### src/rtl/erx_macros.svh
`ifndef ERX_MACROS_SVH
`define ERX_MACROS_SVH

// mesh packet width in bits
// srcaddr, data, dstaddr and ctrl
`define ERX_PW 104

// link id of this receiver
// upper 12 bits of every address that belongs to the link
// low six bits double as the column id for the continuity remap
`define ERX_ID 12'h808

// configuration window inside the link address space
// matched against dstaddr[19:16]
`define ERX_CFG_BLOCK 4'hF

// configuration register indexes
// taken from dstaddr[3:2] of a config write
`define ERX_REG_MODE    2'd0
`define ERX_REG_SEL     2'd1
`define ERX_REG_PATTERN 2'd2
`define ERX_REG_BASE    2'd3

`endif

### src/rtl/erx_pkg.sv
package erx_pkg;

   // mesh packet, msb first
   typedef struct packed {
      logic [31:0] srcaddr;  // return address for reads
      logic [31:0] data;     // write data
      logic [31:0] dstaddr;  // target address, rewritten by the remap
      logic [7:0]  ctrl;     // bit 1 set for writes
   } emesh_packet_t;

   // ctrl bit that marks a write
   localparam int unsigned ctrl_write_bit = 1;

   // address translation modes
   // encoding 3 is treated like dynamic
   typedef enum logic [1:0] {
      remap_none    = 2'd0,
      remap_static  = 2'd1,
      remap_dynamic = 2'd2
   } remap_mode_t;

   // remap configuration as seen by the remap stage
   typedef struct packed {
      remap_mode_t mode;     // which translation to apply
      logic [11:0] sel;      // upper address bits to replace
      logic [11:0] pattern;  // replacement bits for static mode
      logic [31:0] base;     // offset for continuity mode
   } remap_cfg_t;

   // reset value of the configuration
   localparam remap_cfg_t remap_cfg_reset = '{
      mode:    remap_none,
      sel:     12'h000,
      pattern: 12'h000,
      base:    32'h0000_0000
   };

endpackage

### src/rtl/erx_decode.sv
`timescale 1ns/1ps
`include "erx_macros.svh"

// splits incoming mesh packets into config writes and traffic
// one register stage, no back-pressure
module erx_decode (
   input  logic                   clk,
   input  logic                   rst,
   input  logic                   access_in,
   input  erx_pkg::emesh_packet_t packet_in,
   output logic                   fwd_access,
   output erx_pkg::emesh_packet_t fwd_packet,
   output logic                   cfg_write,
   output logic [1:0]             cfg_addr,
   output logic [31:0]            cfg_data
);

   logic is_write;   // packet carries a write
   logic id_match;   // upper address hits this link
   logic blk_match;  // address falls in the config window
   logic is_cfg;     // config write for this link

   assign is_write  = packet_in.ctrl[erx_pkg::ctrl_write_bit];
   assign id_match  = (packet_in.dstaddr[31:20] == `ERX_ID);
   assign blk_match = (packet_in.dstaddr[19:16] == `ERX_CFG_BLOCK);

   // reads into the window are still forwarded
   assign is_cfg = is_write & id_match & blk_match;

   // strobes, exactly one of them per packet
   always_ff @(posedge clk) begin
      if (rst) begin
         fwd_access <= 1'b0;
         cfg_write  <= 1'b0;
      end else begin
         fwd_access <= access_in & ~is_cfg;
         cfg_write  <= access_in & is_cfg;
      end
   end

   // payload follows the input every cycle
   always_ff @(posedge clk) begin
      fwd_packet <= packet_in;
      cfg_addr   <= packet_in.dstaddr[3:2];  // word index in the window
      cfg_data   <= packet_in.data;
   end

endmodule

### src/rtl/erx_cfg.sv
`timescale 1ns/1ps
`include "erx_macros.svh"

// remap configuration registers
// one register updated per write strobe, new value on cfg next cycle
module erx_cfg (
   input  logic                clk,
   input  logic                rst,
   input  logic                cfg_write,
   input  logic [1:0]          cfg_addr,
   input  logic [31:0]         cfg_data,
   output erx_pkg::remap_cfg_t cfg
);

   erx_pkg::remap_mode_t mode_q;
   logic [11:0]          sel_q;
   logic [11:0]          pattern_q;
   logic [31:0]          base_q;

   always_ff @(posedge clk) begin
      if (rst) begin
         mode_q    <= erx_pkg::remap_cfg_reset.mode;
         sel_q     <= erx_pkg::remap_cfg_reset.sel;
         pattern_q <= erx_pkg::remap_cfg_reset.pattern;
         base_q    <= erx_pkg::remap_cfg_reset.base;
      end else if (cfg_write) begin
         // each field keeps only its own width of data
         case (cfg_addr)
            `ERX_REG_MODE: begin
               mode_q <= erx_pkg::remap_mode_t'(cfg_data[1:0]);
            end
            `ERX_REG_SEL: begin
               sel_q <= cfg_data[11:0];
            end
            `ERX_REG_PATTERN: begin
               pattern_q <= cfg_data[11:0];
            end
            `ERX_REG_BASE: begin
               base_q <= cfg_data;
            end
         endcase
      end
   end

   assign cfg = '{
      mode:    mode_q,
      sel:     sel_q,
      pattern: pattern_q,
      base:    base_q
   };

endmodule

### src/rtl/erx_remap.sv
`timescale 1ns/1ps
`include "erx_macros.svh"

// destination address translation
// none, static upper-bit replacement or continuity remap, registered out
module erx_remap (
   input  logic                   clk,
   input  logic                   rst,
   input  logic                   access_in,
   input  erx_pkg::emesh_packet_t packet_in,
   input  erx_pkg::remap_cfg_t    cfg,
   output logic                   access_out,
   output erx_pkg::emesh_packet_t packet_out
);

   localparam logic [11:0] link_id   = `ERX_ID;
   localparam logic [5:0]  col_id    = link_id[5:0];
   localparam int          col_shift = $clog2(col_id);  // rounded up

   logic [31:0]            addr_in;
   logic [31:0]            static_addr;
   logic [31:0]            dynamic_addr;
   logic [31:0]            col_offset;
   logic [31:0]            row_offset;
   logic [31:0]            remap_addr;
   erx_pkg::emesh_packet_t packet_next;

   assign addr_in = packet_in.dstaddr;

   // static: masked upper bits from pattern, rest untouched
   assign static_addr[31:20] = (cfg.sel & cfg.pattern) | (~cfg.sel & addr_in[31:20]);
   assign static_addr[19:0]  = addr_in[19:0];

   // continuity remap pieces
   assign col_offset = {26'd0, col_id} << 20;           // link start moved to zero
   assign row_offset = {26'd0, addr_in[31:26]} << col_shift;

   assign dynamic_addr = addr_in - col_offset + cfg.base - row_offset;

   always_comb begin
      case (cfg.mode)
         erx_pkg::remap_none:   remap_addr = addr_in;
         erx_pkg::remap_static: remap_addr = static_addr;
         default:               remap_addr = dynamic_addr;  // 2 and 3
      endcase
   end

   // only the destination changes
   always_comb begin
      packet_next         = packet_in;
      packet_next.dstaddr = remap_addr;
   end

   always_ff @(posedge clk) begin
      if (rst) begin
         access_out <= 1'b0;
      end else begin
         access_out <= access_in;
      end
   end

   always_ff @(posedge clk) begin
      packet_out <= packet_next;
   end

endmodule

### src/rtl/erx_core.sv
`timescale 1ns/1ps

// receive side address translation
// decode -> cfg / remap, traffic out two cycles after its strobe
module erx_core (
   input  logic                   clk,
   input  logic                   rst,
   input  logic                   access_in,
   input  erx_pkg::emesh_packet_t packet_in,
   output logic                   access_out,
   output erx_pkg::emesh_packet_t packet_out
);

   logic                   fwd_access;
   erx_pkg::emesh_packet_t fwd_packet;
   logic                   cfg_write;
   logic [1:0]             cfg_addr;
   logic [31:0]            cfg_data;
   erx_pkg::remap_cfg_t    cfg;

   // first stage, classify and register
   erx_decode decode_i (
      .clk        (clk),
      .rst        (rst),
      .access_in  (access_in),
      .packet_in  (packet_in),
      .fwd_access (fwd_access),
      .fwd_packet (fwd_packet),
      .cfg_write  (cfg_write),
      .cfg_addr   (cfg_addr),
      .cfg_data   (cfg_data)
   );

   // config update lands in step with the next forwarded packet
   erx_cfg cfg_i (
      .clk       (clk),
      .rst       (rst),
      .cfg_write (cfg_write),
      .cfg_addr  (cfg_addr),
      .cfg_data  (cfg_data),
      .cfg       (cfg)
   );

   erx_remap remap_i (
      .clk        (clk),
      .rst        (rst),
      .access_in  (fwd_access),
      .packet_in  (fwd_packet),
      .cfg        (cfg),
      .access_out (access_out),
      .packet_out (packet_out)
   );

endmodule

### config.mk
export PLATFORM = sky130hd
export DESIGN_NAME = erx_core
export DESIGN_NICKNAME = d
export VERILOG_FILES = /design/src/rtl/erx_pkg.sv /design/src/rtl/erx_decode.sv /design/src/rtl/erx_cfg.sv /design/src/rtl/erx_remap.sv /design/src/rtl/erx_core.sv
export VERILOG_INCLUDE_DIRS = /design/src /design/src/rtl
export SDC_FILE = /design/constraint.sdc
export NUM_CORES = 1
export LEC_CHECK = 0
export ABC_AREA = 1
export BUFFER_PORTS_ARGS = -buffer_cell sky130_fd_sc_hd__clkbuf_2
export CORE_ASPECT_RATIO = 0.9
export CORE_MARGIN = 4
export CORE_UTILIZATION = 55
export CTS_CLUSTER_SIZE = 8
export DETAILED_ROUTE_END_ITERATION = 16
export GPL_TIMING_DRIVEN = 1
export PLACE_DENSITY = 0.77
export RECOVER_POWER = 25
export SETUP_SLACK_MARGIN = 0.05
export SYNTH_ARGS = -nofsm -noshare
export SYNTH_HDL_FRONTEND = slang
export SYNTH_SLANG_ARGS = --single-unit
### constraint.sdc
create_clock -name clk -period 4.9 [get_ports clk]
set_clock_uncertainty 0.1 [all_clocks]
set_input_delay 0.245 -clock clk [delete_from_list [all_inputs] [get_ports clk]]
set_output_delay 0.245 -clock clk [all_outputs]
set_load 0.01 [all_outputs]
# After elaboration in Yosys (flattened, before gate mapping)
# Cells that the tools add are included.
# classes
bitwise_logic	9
add_sub_neg	3
order_cmp	0
div	0
n_eq_ne	6
n_reduce_logical	6
n_mux	1
n_shift	0
mul	0
# op_table
op	count
32-bit one-hot mux with 2 select lines	1
32-bit adder	1
32-bit by 24-bit subtractor with 32-bit output, second input constant	1
32-bit by 9-bit subtractor with 32-bit output	1
12-bit AND	2
12-bit equality test, second input constant	1
12-bit inverter	1
12-bit bitwise OR	1
2-bit AND reduction	4
1-bit AND	4
2-bit by 1-bit equality test with 1-bit output, second input constant	2
2-bit equality test, second input constant	2
4-bit equality test, second input constant	1
2-bit zero test	2
1-bit inverter	1
# totals
latchBits	0
input_bits	107
elab_cells	41
mem_count	0
ram_bits	0
rom_bits	0
regBits	271
output_inout_bits	105

# Depth between registers and ports, before layout
# logic_depth
depth_word	5
depth_mapped	16
mapped_depth_nobuf	16

# Modules after synthesis
# From an unflattened synthesis, not the netlist that was laid out.
# unflattened
cells_unflattened	1369
hier_area_um2	10860.4
# by_module_without_submodules
mod	seq_area_each_um2	instances	area_each_um2	cells_per_inst
erx_remap	2102.0	1	5994.5	832
erx_decode	2122.0	1	2474.9	165
erx_cfg	1161.1	1	2391.0	372

# Worst setup path after synthesis
# Ideal clock, no wire load.
# synth_timing
kind	flip-flop to flip-flop
startpoint	register decode_i.fwd_packet[39] (netlist name)
endpoint	register remap_i.packet_out[21] (netlist name)
n_path_buf	0
period_less_slack_ns	2.431
path_stages_with_launch	14
t_required_ns	4.673
setup_time_ns	0.127
path_slack_ns	2.469
arrival_time_ns	2.204
path_cell_list	dfxtp_1 > inv_1 > fa_1 > ha_1 > ha_1 > nand2_1 > inv_1 > nand2_1 > nand2_1 > nand2_1 > nand3_2 > or2_1 > nand3_1 > o21ai_1
# synth_via
elab_chain_cells	2
# synth_lines
element	line	rtl
32-bit by 9-bit subtractor with 32-bit output	erx_remap.sv:38	assign dynamic_addr = addr_in - col_offset + cfg.base - row_offset;
32-bit one-hot mux with 2 select lines	erx_remap.sv:41	case (cfg.mode)
via remap_i.remap_addr[13]	erx_remap.sv:25	logic [31:0] remap_addr;
# The timed path passes the listed nets, and every way through them passes these cells.
# A chain may end at the register's enable or synchronous reset.

# Worst setup path in the final report
# layout_timing
startpoint	register decode_i.fwd_packet[11] (netlist name)
endpoint	register remap_i.packet_out[21] (netlist name)
# layout_via
elab_chain_cells	4
# layout_lines
element	line
32-bit by 24-bit subtractor with 32-bit output	erx_remap.sv:38
32-bit adder	erx_remap.sv:38
32-bit by 9-bit subtractor with 32-bit output	erx_remap.sv:38
32-bit one-hot mux with 2 select lines	erx_remap.sv:41
via remap_i.remap_addr[13]	erx_remap.sv:25
# The timed path passes the listed nets, and every way through them passes these cells.

==> metrics.md <==
| Metric | Value |
|---|---|
| Result of the run | finished clean |
| Die height | 136 µm |
| Final hold viol count | 0 |
| Congestion Overflow GR | 0 |
| Clock period minus worst slack | 3010 ps |
| Worst slack on hold paths | 222 ps |
| Count of pins over their slew limit | 0 |
| Number of sinks on the clock net | 269 |
| Static leakage | 6.87 nW |
| Synth Cell Area | 10100 µm² |
| Initial antenna violation count | 1 |
| Synthesis-stage register bit count | 269 |
| Average size of a mapped cell | 8.47 µm² |
| Filler cell count | 1214 |
| Area Growth Syn to Fin | 33.7% |
| Worst-margin pin slew | 796 ps |
| Average wire per standard cell | 16.5 µm |
| Std-Cell Core Area | 17800 µm² |
| Area share of the largest cell type after synthesis | 53.5% |
| Critical path required time | 5190 ps |
| Global Route Usage Sum | 28.6% |
| Slowest cell on the critical path | sky130_fd_sc_hd__dfxtp_1 |
| HPWL Detailed | 19400 µm |
| Post-detailed-route count of antenna-violating nets | 0 |
| Max-slew headroom | 46.7% |
| Type of the most critical hold path | reg -> reg |
| # DRC | 0 |
| CTS buffer count | 39 |
| Routed Wire Length | 29200 µm |
| Final core occ | 75.6% |
| Critical path endpoint category | flop |
| Count of buffers from port buffering | 211 |
| Highest ir drop seen on vdd | 0.353 mV |
| Max-cap violation count | 0 |
| Final cell area excluding filler cells | 13400 µm² |
| Max Buffers Root-to-Sink | 3 |
| Netlist cell types | 32 |
| Longest individual stage delay on the worst path | 650 ps |
| Leading cell types by total area after synthesis | sky130_fd_sc_hd__dfxtp_1 54%, sky130_fd_sc_hd__nand2_1 10%, sky130_fd_sc_hd__ha_1 9.3% |
| Critical path's top delay family | adder cells |
| Area taken by flip-flops and latches | 5390 µm² |
| Post-synthesis sequential area ratio | 53.5% |
| Placed Instance Area | 11400 µm² |
| Count of yosys warnings during synthesis | 0 |
| Die Width | 151 µm |
| Effective utilization at floorplan | 56.6% |
| Post-synth top area cell | sky130_fd_sc_hd__dfxtp_1 |
| RePlAce Congestion | 0.929 |
| Final antenna diode count | 0 |
| Commonest cells after routing, fill and taps aside | 269 x sky130_fd_sc_hd__dfxtp_1, 267 x sky130_fd_sc_hd__nand2_1, 211 x sky130_fd_sc_hd__clkbuf_2 |
| Crit path buf inv count | 0 |
| Setup-violating endpoint count in the final report | 0 |
| First-pass GRT wire length | 45600 µm |
| Number of placed cells counting well taps | 1622 |
| Peak clock frequency supported by timing | 332 MHz |
| Number of nets at the end of the flow | 1719 |
| Iteration count of the initial detailed-routing pass | 5 |
| Vias per std cell | 4.98 |
| Clock latency at the later pin of the worst-skew pair | 520 ps |
| Clock-pin slew on the worst setup and hold paths | 60 ps |
| CTS H-Tree Depth | 2 |
| DR vias | 8821 |
| Clock tree from TritonCTS | built |
| PwrDens | 392 nW/µm² |
| Area of the multi-input gates | 3820 µm² |
| Detailed router's first-iteration violation count | 624 |
| Setup tns final | 0 ps |
| Proportion of layout cells with a drive suffix above 1 | 17.9% |
| Site Rows | 46 |
| Post-Synthesis Net Count | 1377 |
| Setup repair after global routing missed its margin | false |
| Master cell of the clock root buffer | sky130_fd_sc_hd__clkbuf_16 |
| # resized after CTS | 0 |
| Total I/O pin count | 212 |
| CP dominant cell by count | sky130_fd_sc_hd__nand3_1 |
| Final Power | 5.27 mW |
| Worst Setup Slack post-DPL | 1930 ps |
| Largest fanout of any net on the critical path | 14 |
| Crit Path Class | reg -> reg |
| Number of global-route vias before repair | 8917 |
| Final period utilization | 61.4% |
| Arrival time reported for the critical path endpoint | 3300 ps |
| Final Worst Setup Slack | 1890 ps |
| Die Area | 20500 µm² |
| Worst setup SP type | flop |
| Most common library cell in the layout ignoring fill and taps | sky130_fd_sc_hd__dfxtp_1 |
| Cell count after synthesis | 1187 |
| Sequence of cells on the critical path | fa_1 -> ha_1 -> ha_1 -> nand3_1 -> nand3_1 -> nand3_1 -> nand3_2 -> or2_1 -> nand3_1 -> o21ai_1 |
| Maximum number of pins on one net before global-route repair | 46 |
| Final std cells w/o fill | 1771 |
## metal layers
layer	vias up	routed length [µm]	global-route usage [%]
li1	4377	-	-
met1	4010	12500	36.8
met2	374	13600	47.5
met3	58	2420	6.97
met4	2	718	9.30
met5	-	13	0
## timing repair
action | CTS | global route
hold buffers | 106 | 0
buffers inserted | 0 | 0
endpoints found under the hold margin | 116 | 0
## cell type report
type | instances | share of cell area, %
Clock inverter | 2 | 0.214
Clock buffer | 41 | 7.39
Tap cell | 240 | 2.23
Sequential cell | 269 | 40.0
Timing Repair Buffer | 321 | 16.0
Multi-Input combinational cell | 691 | 28.4
Inverter | 207 | 5.78
## state kept, by name (all words and copies together), names as in the netlist
| signal | cells |
|---|---|
| cfg_i.base_q | 32 |
| decode_i.fwd_packet | 104 |
| decode_i.cfg_write | 1 |
| cfg_i.sel_q | 12 |
| cfg_i.pattern_q | 12 |
| cfg_i.mode_q | 2 |
| remap_i.access_out | 1 |
| remap_i.packet_out | 104 |
| decode_i.fwd_access | 1 |
## where the power goes
| part | switching, mW | internal, mW | leakage (nW) |
|---|---|---|---|
| clock network | 0.903 | 1.42 | 0.503 |
| logic | 0.355 | 0.261 | 4.12 |
| registers | 0.0482 | 2.29 | 2.25 |
## cell families after synthesis
| family | count (synthesis) | share of synthesized area [%] |
|---|---|---|
| AO/OA/AOI/OAI | 154 | 7.99 |
| AND/OR/NAND/NOR | 444 | 18.2 |
| buffers and inverters | 227 | 8.52 |
| flip-flops | 269 | 53.5 |
| XOR/XNOR | 10 | 0.871 |
| adder cells (fa/ha/maj) | 83 | 10.9 |
## final timing paths
kind	from	depth (start not counted)	slack [ps]	to
min reg2reg	decode_i.fwd_packet[103]	0	220	remap_i.packet_out[103]
max reg2reg	decode_i.fwd_packet[11]	10	1890	remap_i.packet_out[21]
max	decode_i.fwd_packet[11]	10	1890	remap_i.packet_out[21]
min	decode_i.fwd_packet[103]	0	220	remap_i.packet_out[103]
## cell usage after synthesis, drive strengths merged
| cell | count |
|---|---|
| a22oi | 9 |
| fa | 8 |
| o21ai | 78 |
| xnor2 | 8 |
| and2 | 1 |
| ha | 75 |
| nor4 | 2 |
| nand4 | 5 |
| a21oi | 63 |
| nor3b | 1 |
| nor2 | 95 |
| inv | 205 |
| clkinv | 2 |
| nand3 | 61 |
| a21o | 1 |
| nand2 | 272 |
| dfxtp | 269 |
| nor3 | 3 |
| o21bai | 3 |
| xor2 | 2 |
| nand3b | 1 |
| or2 | 3 |
| clkbuf | 15 |
| buf | 5 |
Power figures use the tool's default switching activity.
